==> config.mk <==
export PLATFORM = sky130hd
export DESIGN_NAME = usb_tx
export DESIGN_NICKNAME = d
export VERILOG_FILES = /design/src/logic/usb_pkg.sv /design/src/logic/bit_stuffer.sv /design/src/logic/crc_shifter.sv /design/src/logic/nrzi_line_driver.sv /design/src/logic/packet_serializer.sv /design/src/logic/usb_tx.sv
export SDC_FILE = /design/constraint.sdc
export NUM_CORES = 1
export LEC_CHECK = 0
export BUFFER_PORTS_ARGS = -buffer_cell sky130_fd_sc_hd__buf_2
export CAP_MARGIN = 40
export CORE_UTILIZATION = 40
export CTS_BUF_LIST = sky130_fd_sc_hd__clkbuf_4 sky130_fd_sc_hd__clkbuf_8
export CTS_CLUSTER_SIZE = 12
export DETAILED_ROUTE_END_ITERATION = 10
export PLACE_DENSITY = 0.58
export SYNTH_ARGS = -nofsm -noshare
export SYNTH_HDL_FRONTEND = slang
export SYNTH_SLANG_ARGS = --single-unit
==> constraint.sdc <==
create_clock -name clk -period 2.96 [get_ports clk]
set_input_delay 0.592 -clock clk [delete_from_list [all_inputs] [get_ports clk]]
set_output_delay 0.592 -clock clk [all_outputs]
set_load 0.005 [all_outputs]
==> src/logic/usb_pkg.sv <==
package usb_pkg;

  // widths that carry a meaning on the bus
  typedef logic [7:0]  pid_t;
  typedef logic [6:0]  addr_t;
  typedef logic [3:0]  endp_t;
  typedef logic [63:0] data_t;

  // PID bytes, sent LSB first
  localparam pid_t PID_OUT   = 8'b1110_0001;
  localparam pid_t PID_IN    = 8'b0110_1001;
  localparam pid_t PID_DATA0 = 8'b1100_0011;
  localparam pid_t PID_ACK   = 8'b1101_0010;
  localparam pid_t PID_NAK   = 8'b0101_1010;

  // x^5 + x^2 + 1 and x^16 + x^15 + x^2 + 1, top term implied
  localparam logic [4:0]  CRC5_POLY  = 5'b00101;
  localparam logic [15:0] CRC16_POLY = 16'h8005;

  localparam int SYNC_LEN  = 8;
  localparam int STUFF_RUN = 6;

  // one packet request, 83 bits
  typedef struct packed {
    pid_t  pid;
    addr_t addr;
    endp_t endp;
    data_t data;
  } usb_pkt_t;

  // one stream bit with its framing flags
  typedef struct packed {
    logic valid;
    logic value;
    logic first;
    logic last;
  } usb_bit_t;

  // one line symbol
  typedef struct packed {
    logic dp;
    logic dm;
    logic oe;
  } usb_line_t;

  typedef enum logic [2:0] {
    IDLE, SYNC, PID, ADDR, ENDP, CRC5, DATA, CRC16
  } ser_state_t;

endpackage

==> src/logic/bit_stuffer.sv <==
`timescale 1ns/1ns

module bit_stuffer (
  input  logic              clk,
  input  logic              rst_L,
  input  usb_pkg::usb_bit_t bit_in,
  output usb_pkg::usb_bit_t bit_out,
  output logic              stall
);

  localparam int CW = $clog2(usb_pkg::STUFF_RUN + 1);

  logic [CW-1:0] ones_cnt;
  logic [CW-1:0] run_base;
  logic          run_full;
  logic          last_q;

  // the run restarts with the first SYNC bit
  assign run_base = bit_in.first ? '0 : ones_cnt;

  // this bit completes a run, so a zero must follow it
  assign run_full = bit_in.valid && bit_in.value &&
                    (run_base == CW'(usb_pkg::STUFF_RUN - 1));

  assign stall = (ones_cnt == CW'(usb_pkg::STUFF_RUN));

  always_comb begin
    bit_out = bit_in;
    if (stall) begin
      bit_out.valid = 1'b1;
      bit_out.value = 1'b0;
      bit_out.first = 1'b0;
      bit_out.last  = last_q;
    end else begin
      // last flag moves onto the stuffed zero
      bit_out.last = bit_in.last & ~run_full;
    end
  end

  always_ff @(posedge clk, negedge rst_L) begin
    if (!rst_L) begin
      ones_cnt <= '0;
      last_q   <= 1'b0;
    end else if (stall) begin
      ones_cnt <= '0;
      last_q   <= 1'b0;
    end else if (bit_in.valid) begin
      ones_cnt <= bit_in.value ? run_base + 1'b1 : '0;
      last_q   <= bit_in.last & run_full;
    end else begin
      ones_cnt <= '0;
      last_q   <= 1'b0;
    end
  end

endmodule

==> src/logic/crc_shifter.sv <==
`timescale 1ns/1ns

module crc_shifter #(
  parameter int               WIDTH = 5,
  parameter logic [WIDTH-1:0] POLY  = '1
) (
  input  logic clk,
  input  logic rst_L,
  input  logic clear,
  input  logic advance,
  input  logic drain,
  input  logic bit_in,
  output logic crc_bit
);

  logic [WIDTH-1:0] rem;
  logic             fb;

  // feedback of the serial divider
  assign fb = rem[WIDTH-1] ^ bit_in;

  // remainder goes out inverted, MSB first
  assign crc_bit = drain ? ~rem[WIDTH-1] : 1'b0;

  always_ff @(posedge clk, negedge rst_L) begin
    if (!rst_L) begin
      rem <= '1;
    end else if (clear) begin
      rem <= '1;
    end else if (advance) begin
      if (drain)
        rem <= {rem[WIDTH-2:0], 1'b0};
      else if (fb)
        rem <= {rem[WIDTH-2:0], 1'b0} ^ POLY;
      else
        rem <= {rem[WIDTH-2:0], 1'b0};
    end
  end

endmodule

==> src/logic/nrzi_line_driver.sv <==
`timescale 1ns/1ns

module nrzi_line_driver (
  input  logic               clk,
  input  logic               rst_L,
  input  usb_pkg::usb_bit_t  bit_in,
  output usb_pkg::usb_line_t line,
  output logic               pkt_sent
);

  typedef enum logic [2:0] {IDLE, PACKET, EOP1, EOP2, EOP3} drv_state_t;

  localparam usb_pkg::usb_line_t LINE_IDLE = '{dp: 1'b1, dm: 1'b0, oe: 1'b0};
  localparam usb_pkg::usb_line_t LINE_SE0  = '{dp: 1'b0, dm: 1'b0, oe: 1'b1};
  localparam usb_pkg::usb_line_t LINE_J    = '{dp: 1'b1, dm: 1'b0, oe: 1'b1};

  // state names the symbol currently on the line
  drv_state_t         state;
  drv_state_t         state_nxt;
  usb_pkg::usb_line_t line_nxt;
  logic               level;
  logic               level_nxt;
  logic               last_q;
  logic               last_nxt;
  logic               base;
  logic               coded;

  // every packet starts from J, a zero toggles and a one holds
  assign base  = bit_in.first ? 1'b1 : level;
  assign coded = bit_in.value ? base : ~base;

  assign pkt_sent = (state == EOP3);

  always_comb begin
    state_nxt = state;
    line_nxt  = LINE_IDLE;
    level_nxt = level;
    last_nxt  = 1'b0;
    case (state)
      EOP1: begin
        state_nxt = EOP2;
        line_nxt  = LINE_SE0;
      end
      EOP2: begin
        state_nxt = EOP3;
        line_nxt  = LINE_J;
      end
      EOP3: begin
        state_nxt = IDLE;
      end
      default: begin
        if (state == PACKET && last_q) begin
          state_nxt = EOP1;
          line_nxt  = LINE_SE0;
        end else if (bit_in.valid) begin
          state_nxt = PACKET;
          line_nxt  = '{dp: coded, dm: ~coded, oe: 1'b1};
          level_nxt = coded;
          last_nxt  = bit_in.last;
        end else begin
          state_nxt = IDLE;
        end
      end
    endcase
  end

  always_ff @(posedge clk, negedge rst_L) begin
    if (!rst_L) begin
      state  <= IDLE;
      line   <= LINE_IDLE;
      level  <= 1'b1;
      last_q <= 1'b0;
    end else begin
      state  <= state_nxt;
      line   <= line_nxt;
      level  <= level_nxt;
      last_q <= last_nxt;
    end
  end

endmodule

==> src/logic/packet_serializer.sv <==
`timescale 1ns/1ns

module packet_serializer (
  input  logic               clk,
  input  logic               rst_L,
  input  logic               pkt_valid,
  input  usb_pkg::usb_pkt_t  pkt,
  input  logic               stall,
  input  logic               crc5_bit,
  input  logic               crc16_bit,
  input  logic               pkt_sent,
  output usb_pkg::usb_bit_t  raw_bit,
  output logic               busy,
  output logic [2:0]         crc5_ctl,
  output logic [2:0]         crc16_ctl
);

  usb_pkg::usb_pkt_t   req;
  usb_pkg::ser_state_t state;
  usb_pkg::ser_state_t next_field;
  logic                start_q;
  logic [5:0]          bit_cnt;
  logic [5:0]          field_max;
  logic                field_end;
  logic                accept;
  logic                step;
  logic                is_token;
  logic                is_data;
  logic                pkt_end;
  logic                value;

  // only one request at a time, no queue
  assign accept = pkt_valid & ~busy;
  assign step   = (state != usb_pkg::IDLE) & ~stall;

  assign is_token = (req.pid == usb_pkg::PID_OUT) || (req.pid == usb_pkg::PID_IN);
  assign is_data  = (req.pid == usb_pkg::PID_DATA0);

  // index of the final bit of the current field
  always_comb begin
    case (state)
      usb_pkg::SYNC:  field_max = 6'(usb_pkg::SYNC_LEN - 1);
      usb_pkg::PID:   field_max = 6'($bits(usb_pkg::pid_t) - 1);
      usb_pkg::ADDR:  field_max = 6'($bits(usb_pkg::addr_t) - 1);
      usb_pkg::ENDP:  field_max = 6'($bits(usb_pkg::endp_t) - 1);
      usb_pkg::CRC5:  field_max = 6'd4;
      usb_pkg::DATA:  field_max = 6'($bits(usb_pkg::data_t) - 1);
      usb_pkg::CRC16: field_max = 6'd15;
      default:        field_max = 6'd0;
    endcase
  end

  assign field_end = (bit_cnt == field_max);

  always_comb begin
    case (state)
      usb_pkg::SYNC:  next_field = usb_pkg::PID;
      usb_pkg::PID: begin
        if (is_token)
          next_field = usb_pkg::ADDR;
        else if (is_data)
          next_field = usb_pkg::DATA;
        else
          next_field = usb_pkg::IDLE;
      end
      usb_pkg::ADDR:  next_field = usb_pkg::ENDP;
      usb_pkg::ENDP:  next_field = usb_pkg::CRC5;
      usb_pkg::DATA:  next_field = usb_pkg::CRC16;
      default:        next_field = usb_pkg::IDLE;
    endcase
  end

  // bit mux, fields go out LSB first and CRCs come from the shifters
  always_comb begin
    case (state)
      usb_pkg::SYNC:  value = field_end;
      usb_pkg::PID:   value = req.pid[bit_cnt[2:0]];
      usb_pkg::ADDR:  value = req.addr[bit_cnt[2:0]];
      usb_pkg::ENDP:  value = req.endp[bit_cnt[1:0]];
      usb_pkg::CRC5:  value = crc5_bit;
      usb_pkg::DATA:  value = req.data[bit_cnt];
      usb_pkg::CRC16: value = crc16_bit;
      default:        value = 1'b0;
    endcase
  end

  // handshake-style packets end right after the PID
  assign pkt_end = field_end &&
                   ((state == usb_pkg::CRC5) || (state == usb_pkg::CRC16) ||
                    (state == usb_pkg::PID && !is_token && !is_data));

  assign raw_bit.valid = (state != usb_pkg::IDLE);
  assign raw_bit.value = value;
  assign raw_bit.first = (state == usb_pkg::SYNC) && (bit_cnt == 6'd0);
  assign raw_bit.last  = pkt_end;

  // shifters absorb the bit on the line and drain during their CRC field
  assign crc5_ctl = {accept,
                     step & (state inside {usb_pkg::ADDR, usb_pkg::ENDP, usb_pkg::CRC5}),
                     state == usb_pkg::CRC5};
  assign crc16_ctl = {accept,
                      step & (state inside {usb_pkg::DATA, usb_pkg::CRC16}),
                      state == usb_pkg::CRC16};

  always_ff @(posedge clk) begin
    if (accept)
      req <= pkt;
  end

  always_ff @(posedge clk, negedge rst_L) begin
    if (!rst_L) begin
      state   <= usb_pkg::IDLE;
      bit_cnt <= '0;
      start_q <= 1'b0;
      busy    <= 1'b0;
    end else begin
      if (accept)
        busy <= 1'b1;
      else if (pkt_sent)
        busy <= 1'b0;

      if (accept) begin
        start_q <= 1'b1;
      end else if (state == usb_pkg::IDLE && start_q) begin
        // one cycle after the request, SYNC starts
        start_q <= 1'b0;
        state   <= usb_pkg::SYNC;
        bit_cnt <= '0;
      end else if (step) begin
        if (field_end) begin
          bit_cnt <= '0;
          state   <= next_field;
        end else begin
          bit_cnt <= bit_cnt + 6'd1;
        end
      end
    end
  end

endmodule

==> src/logic/usb_tx.sv <==
`timescale 1ns/1ns

module usb_tx (
  input  logic                clk,
  input  logic                rst_L,
  input  logic                pkt_valid,
  input  usb_pkg::usb_pkt_t   pkt,
  output usb_pkg::usb_line_t  line,
  output logic                busy,
  output logic                pkt_sent
);

  usb_pkg::usb_bit_t raw_bit;
  usb_pkg::usb_bit_t stuffed_bit;
  logic              stall;
  logic              crc5_bit;
  logic              crc16_bit;
  // control bits are {clear, advance, drain}
  logic [2:0]        crc5_ctl;
  logic [2:0]        crc16_ctl;

  packet_serializer u_ser (
    .clk       (clk),
    .rst_L     (rst_L),
    .pkt_valid (pkt_valid),
    .pkt       (pkt),
    .stall     (stall),
    .crc5_bit  (crc5_bit),
    .crc16_bit (crc16_bit),
    .pkt_sent  (pkt_sent),
    .raw_bit   (raw_bit),
    .busy      (busy),
    .crc5_ctl  (crc5_ctl),
    .crc16_ctl (crc16_ctl)
  );

  // token CRC over address and endpoint
  crc_shifter #(.WIDTH(5), .POLY(usb_pkg::CRC5_POLY)) u_crc5 (
    .clk     (clk),
    .rst_L   (rst_L),
    .clear   (crc5_ctl[2]),
    .advance (crc5_ctl[1]),
    .drain   (crc5_ctl[0]),
    .bit_in  (raw_bit.value),
    .crc_bit (crc5_bit)
  );

  // data CRC over the 64-bit payload
  crc_shifter #(.WIDTH(16), .POLY(usb_pkg::CRC16_POLY)) u_crc16 (
    .clk     (clk),
    .rst_L   (rst_L),
    .clear   (crc16_ctl[2]),
    .advance (crc16_ctl[1]),
    .drain   (crc16_ctl[0]),
    .bit_in  (raw_bit.value),
    .crc_bit (crc16_bit)
  );

  bit_stuffer u_stuff (
    .clk     (clk),
    .rst_L   (rst_L),
    .bit_in  (raw_bit),
    .bit_out (stuffed_bit),
    .stall   (stall)
  );

  nrzi_line_driver u_drv (
    .clk      (clk),
    .rst_L    (rst_L),
    .bit_in   (stuffed_bit),
    .line     (line),
    .pkt_sent (pkt_sent)
  );

endmodule

======== Word level (Yosys, flattened, before mapping) ========
Index checks and enable logic that the tools add are counted.
cells by class
  $add $sub $neg .......................... 2
  magnitude comparators ................... 3
  equal/unequal tests ..................... 17
  muxes and demuxes ....................... 50
  bitwise operators ....................... 20
  reductions and logical operators ........ 29
operator list
  kind                                                 number
  two-way mux 16 bit                                   4
  two-way mux 3 bit                                    15
  one-hot mux 6 bit (6 select lines)                   1
  == test 3 bit (second input constant)                7
  two-way mux 6 bit                                    3
  one-hot mux 3 bit (3 select lines)                   2
  two-way mux 1 bit                                    17
  == test 8 bit (second input constant)                2
  one-hot mux 3 bit (5 select lines)                   1
  nonzero test 2 bit                                   7
  == test 3 x 2 -> 1 bit (second input constant)       4
  two-way mux 5 bit                                    2
  NOT 1 bit                                            10
  == test 8 x 7 -> 1 bit (second input constant)       1
  logical AND 1 bit                                    8
  < comparator 6 x 7 -> 1 bit (second input constant)  1
  one-hot mux 1 bit (7 select lines)                   1
  adder 6 x 1 -> 6 bit (second input constant)         1
  AND 1 bit                                            6
  binary-select mux 1 bit (select 3 bit)               2
  binary-select mux 1 bit (select 6 bit)               1
  == test 3 x 1 -> 1 bit (second input constant)       2
  == test 6 bit                                        1
  logical NOT 6 bit                                    1
  other kinds (15)                                     21
word-level totals
  register bits ........................... 127
  bits of input ports ..................... 86
  logic and storage cells ................. 139

======== Longest topological paths before layout ========
  word-level depth ........................ 13
  mapped depth ............................ 12
  gate-level depth less buffers ........... 9

======== By module ========
Synthesis repeated with hierarchy kept, for this count alone.
second synthesis, totals
  cells, all modules ...................... 437
  area total of the unflattened synthesis .. 5824.3 sq um
modules (own cells, without submodules)
  module                  times used  cells each  area an instance (sq um)  sequential area each (sq um)
  packet_serializer       1           291         4222.8                    2767.7
  crc_shifter at u_crc16  1           65          738.2                     420.4
  nrzi_line_driver        1           34          361.6                     202.7
  crc_shifter at u_crc5   1           23          256.5                     131.4
  bit_stuffer             1           24          245.2                     100.1

======== Worst setup path before layout ========
OpenSTA, ideal clock, no wires.
  kind .................................... input port to flip-flop
  start ................................... input pkt_valid
  end ..................................... register u_ser.req[0] (netlist name) (enable)
  arrival time ............................ 2.356 ns
  setup slack ............................. 0.166 ns
  stages on the path ...................... 2
  path buffers ............................ 0
  cells stage by stage .................... nand2b_1 inv_1
between the ends
  cells in the longest elaborated chain, start to end .. 1
ends and longest elaborated chain
  item                     line                      source
  from (decl)              usb_tx.sv:6               input logic pkt_valid,
  AND 1 bit                packet_serializer.sv:33   assign accept = pkt_valid & ~busy;
  named net u_crc16.clear  crc_shifter.sv:9          input logic clear,
  to (signal assigned)     packet_serializer.sv:107  req <= pkt;
  to (decl)                packet_serializer.sv:18   usb_pkg::usb_pkt_t req;
The timed path passes the listed nets, and every way through them passes these cells.
A chain may end at the register's enable or synchronous reset.

======== Worst setup path after layout ========
  start ................................... register u_ser.bit_cnt[0]
  end ..................................... register u_crc5.rem[2]
between the ends
  cells in the longest elaborated chain, start to end .. 8
  elaborated cells on any way between the ends .. 15
  those cells by class .................... eq/ne: 1; mux: 13; bitwise: 1
ends and longest elaborated chain
  item                                                            line                      source
  from (decl)                                                     packet_serializer.sv:22   logic [5:0] bit_cnt;
  from (signal assigned)                                          packet_serializer.sv:134  bit_cnt <= bit_cnt + 6'd1;
  binary-select mux 1 bit (select 6 bit) (tied with other cells)  packet_serializer.sv:81   usb_pkg::DATA: value = req.data[bit_cnt];
  two-way mux 1 bit (on tied branches)                            --
  one-hot mux 1 bit (7 select lines) *                            packet_serializer.sv:75   case (state)
  XOR 1 bit *                                                     crc_shifter.sv:20         assign fb = rem[WIDTH-1] ^ bit_in;
  two-way mux 3 bit *                                             crc_shifter.sv:33         else if (fb)
  two-way mux 3 bit *                                             crc_shifter.sv:31         if (drain)
  two-way mux 5 bit *                                             crc_shifter.sv:30         end else if (advance) begin
  two-way mux 5 bit *                                             crc_shifter.sv:28         end else if (clear) begin
  to (signal assigned)                                            crc_shifter.sv:32         rem <= {rem[WIDTH-2:0], 1'b0};
  to (signal assigned)                                            crc_shifter.sv:34         rem <= {rem[WIDTH-2:0], 1'b0} ^ POLY;
  to (signal assigned)                                            crc_shifter.sv:36         rem <= {rem[WIDTH-2:0], 1'b0};
  to (decl)                                                       crc_shifter.sv:16         logic [WIDTH-1:0] rem;
Every way passes the cells marked *; elsewhere a longest branch is shown, timed or not. The select of a mux whose other input is x is not followed.

==> impl_metrics.toml <==
[layout]
final_common_cell = "buf_2"
multiInputGateArea_um2 = 1960
final_cell_mix = "buf_2, edfxtp_1, nand2_1"
seqCellArea_um2 = 3620
layout-drive-gt1-share_pct = 31.0
syn_to_final_growth_pct = 19.9
fill_cells = 1260
insertedDiodeCount = 0
final_nets = 658

[yosys]
yosys_warnings = 0
syn_area_um2 = 5760
synth_seq_area_share_pct = 62.9
synth_area_leaders = "edfxtp_1, dfstp_2, dfrtp_1, mux2i_1, nand2_1"
yosysTopAreaCell = "edfxtp_1"
netlist_instances = 462
avgSynthCellArea_um2 = 12.5
ys_ff_latch = 127
synthFlopType = "edfxtp_1"
ys_types = 67
synth_top_area_share_pct = 43.3
synthArstFlopShare_pct = 34.6
synth_edf_count = 83
synth_nets = 552

[die]
design.portCount = 91
coreArea_um2 = 14000
die_y_um = 122
die_w_um = 122
start_util_pct = 41.2
rows = 43
die-area_um2 = 14900

[worst_setup_path]
crit_path_max_fanout = 18
worstPathRequired_ns = 3.33
worstPathArrival_ns = 3.16
r2r_start = "u_ser.bit_cnt[0]"
rr_worst_depth = 10
r2r-end = "u_crc5.rem[2]"
start_kind = "flip-flop"
crit_start = "u_ser.bit_cnt[0]"
worstSetupEndpointType = "flip-flop"
crit_type = "flip-flop to flip-flop"
crit_end = "u_crc5.rem[2]"
r2r_slack_ns = 0.17

[place]
post-place-ws_ns = 0.0790
io_buffers = 90
dp_hpwl_um = 8620
gp_congestion = 0.839

[cts]
post_cts_buffers = 0
cts_tree = "yes"
clk_pin_slew_ns = 0.07
clkLatencyLatePin_ns = 0.43
cts_buffer_depth = 2
postCtsHoldBufs = 0
htreeDepth = 4
clkSinkCount = 127
clockRootBuffer = "clkbuf_8"
cts_buffers = 17

[pwr]
pwr-share-comb_pct = 27.7
clkPwrFrac_pct = 28.3
power_switching_w = 0.00162
powerDensity_nw_per_um2 = 763
switching_share_pct = 30.8
power_frac_seq_pct = 44.0
p_int_w = 0.00365
p_leak_nw = 2.73
ir_worst_vdd_uv = 405

[timing]
final.period_utilization_pct = 94.1
hold_viol_final = 0
rsz0062_at_grt = "no"
relSlewSlack_pct = 48.5
tightestPinTransition_ns = 0.773
period_needed_ns = 2.79
tns_ns = 0
clock.fmax_mhz = 359
maxSlewViolCount = 0
setup_slack_ns = 0.174
fin_skew_ns = 0.0121
setup_viol = 0

[global_routing]
grt_pass1_vias = 3919
track_usage_pct = 17.8
grt_pass1_wl_um = 19600
grt_overflow = 0
grt_max_degree = 51
antenna_found_initial = 0

[route]
ant_nets = 0
wirelength_um = 12000
vias = 3985
wl_per_cell_um = 15.8
drt_first_pass_iters = 5
drc = 0
drt_iter0_drc = 229
avgViaCountPerCell = 5.24

[status]
status = "finished, final reports clean"

[min_path]
hold_class = "primary input to async pin"

[job]
drv_cap = 0
==> through the flow <==
step | cells | util (%) | power [W] | instance area, um^2 | hold slack (ns)
floorplan | 462 | - | 0.00334 | 5760 | 0.296
detailed placement | 729 | 46.6 | 0.00382 | 6510 | 0.477
CTS | 760 | 49.4 | 0.00533 | 6910 | 0.245
global route | 760 | 49.4 | 0.00560 | 6910 | 0.271
finish | 760 | 49.4 | 0.00527 | 6910 | 0.228
global placement | 729 | 46.6 | 0.00378 | 6510 | 0.472
==> per-layer routing <==
metal,track usage (%),up-vias,wire length (um)
met2,28.5,92,5980
met1,22.6,1962,5390
li1,-,1923,-
met3,5.29,8,503
met4,6.87,0,104
met5,0,-,0
==> kinds of logic after synthesis <==
kind of cell	count (synthesis)	synth area share (%)
buffers and inverters	38	3.11
AND/OR/NAND/NOR	177	15.2
adder cells (fa/ha/maj)	4	0.869
flip-flops	127	62.9
XOR/XNOR	6	0.912
multiplexers	42	8.99
AO/OA/AOI/OAI	68	8.10
==> synthesized netlist by cell type (3+ instances only) <==
library cell	instances
buf_4	3
buf_2	5
clkbuf_1	14
nand2_1	66
nor3_1	7
a22oi_1	5
edfxtp_1	83
nand3b_1	4
mux4_1	4
nor2_1	27
nand3_1	29
nand2b_1	6
xnor2_1	5
a21oi_1	10
and3b_1	3
and2_1	5
o21ai_0	18
nor2b_1	4
and3_1	6
mux2i_1	33
o22ai_1	3
a32oi_1	4
a211oi_1	3
ha_1	4
inv_1	13
dfrtp_1	21
dfstp_2	23
nor4_1	4
==> worst max-delay path: stages (launching register included) <==
cell and delay, ns:
dfrtp_2 0.50, buf_12 0.21, mux2_4 0.31, a221o_1 0.35
o211ai_2 0.08, nand4_2 0.14, buf_4 0.20, a21oi_1 0.31
o211ai_1 0.19, or3_1 0.33, nand3_1 0.10
==> repair_timing <==
item                                    in CTS  in global routing
resized for setup                            0                  1
endpoints found under the setup margin       0                  6
endpoints found under the hold margin        0                  0
==> area by class of cell <==
cell class,count,share of cell area (%)
Sequential cell,127,52.5
Multi-Input combinational cell,297,28.4
Timing Repair Buffer,112,9.45
Clock buffer,19,3.60
Tap cell,180,3.26
Clock inverter,12,2.10
Inverter,13,0.725
==> state kept, by name (all words and copies together) (netlist names), 3 cells and up <==
| register | count |
|---|---|
| u_ser.req | 83 |
| u_crc16.rem | 16 |
| u_ser.bit_cnt | 6 |
| u_crc5.rem | 5 |
| u_drv.line | 3 |
| u_drv.state | 3 |
| u_ser.state | 3 |
| u_stuff.ones_cnt | 3 |
==> power by group through the flow <==
stage                     combinational, W  sequential (W)  clock (W)
after floorplan                    0.00106         0.00229          0
after global placement             0.00144         0.00234          0
after detailed placement           0.00147         0.00235          0
after CTS                          0.00147         0.00232    0.00154
after global routing               0.00163         0.00235    0.00162
final                              0.00146         0.00232    0.00149
==> worst min-delay path by stage <==
stage	startpoint	end	slack, ns	cells after the start
after floorplan	rst_L	u_drv.last_q	0.30	0
after global placement	u_crc16.rem[7]	u_crc16.rem[7]	0.47	2
after detailed placement	u_crc16.rem[5]	u_crc16.rem[5]	0.48	2
after CTS	rst_L	u_drv.line[0]	0.25	1
after global routing	rst_L	u_drv.line[0]	0.27	1
final	rst_L	u_drv.line[0]	0.23	1
Power figures use the tool's default switching activity.
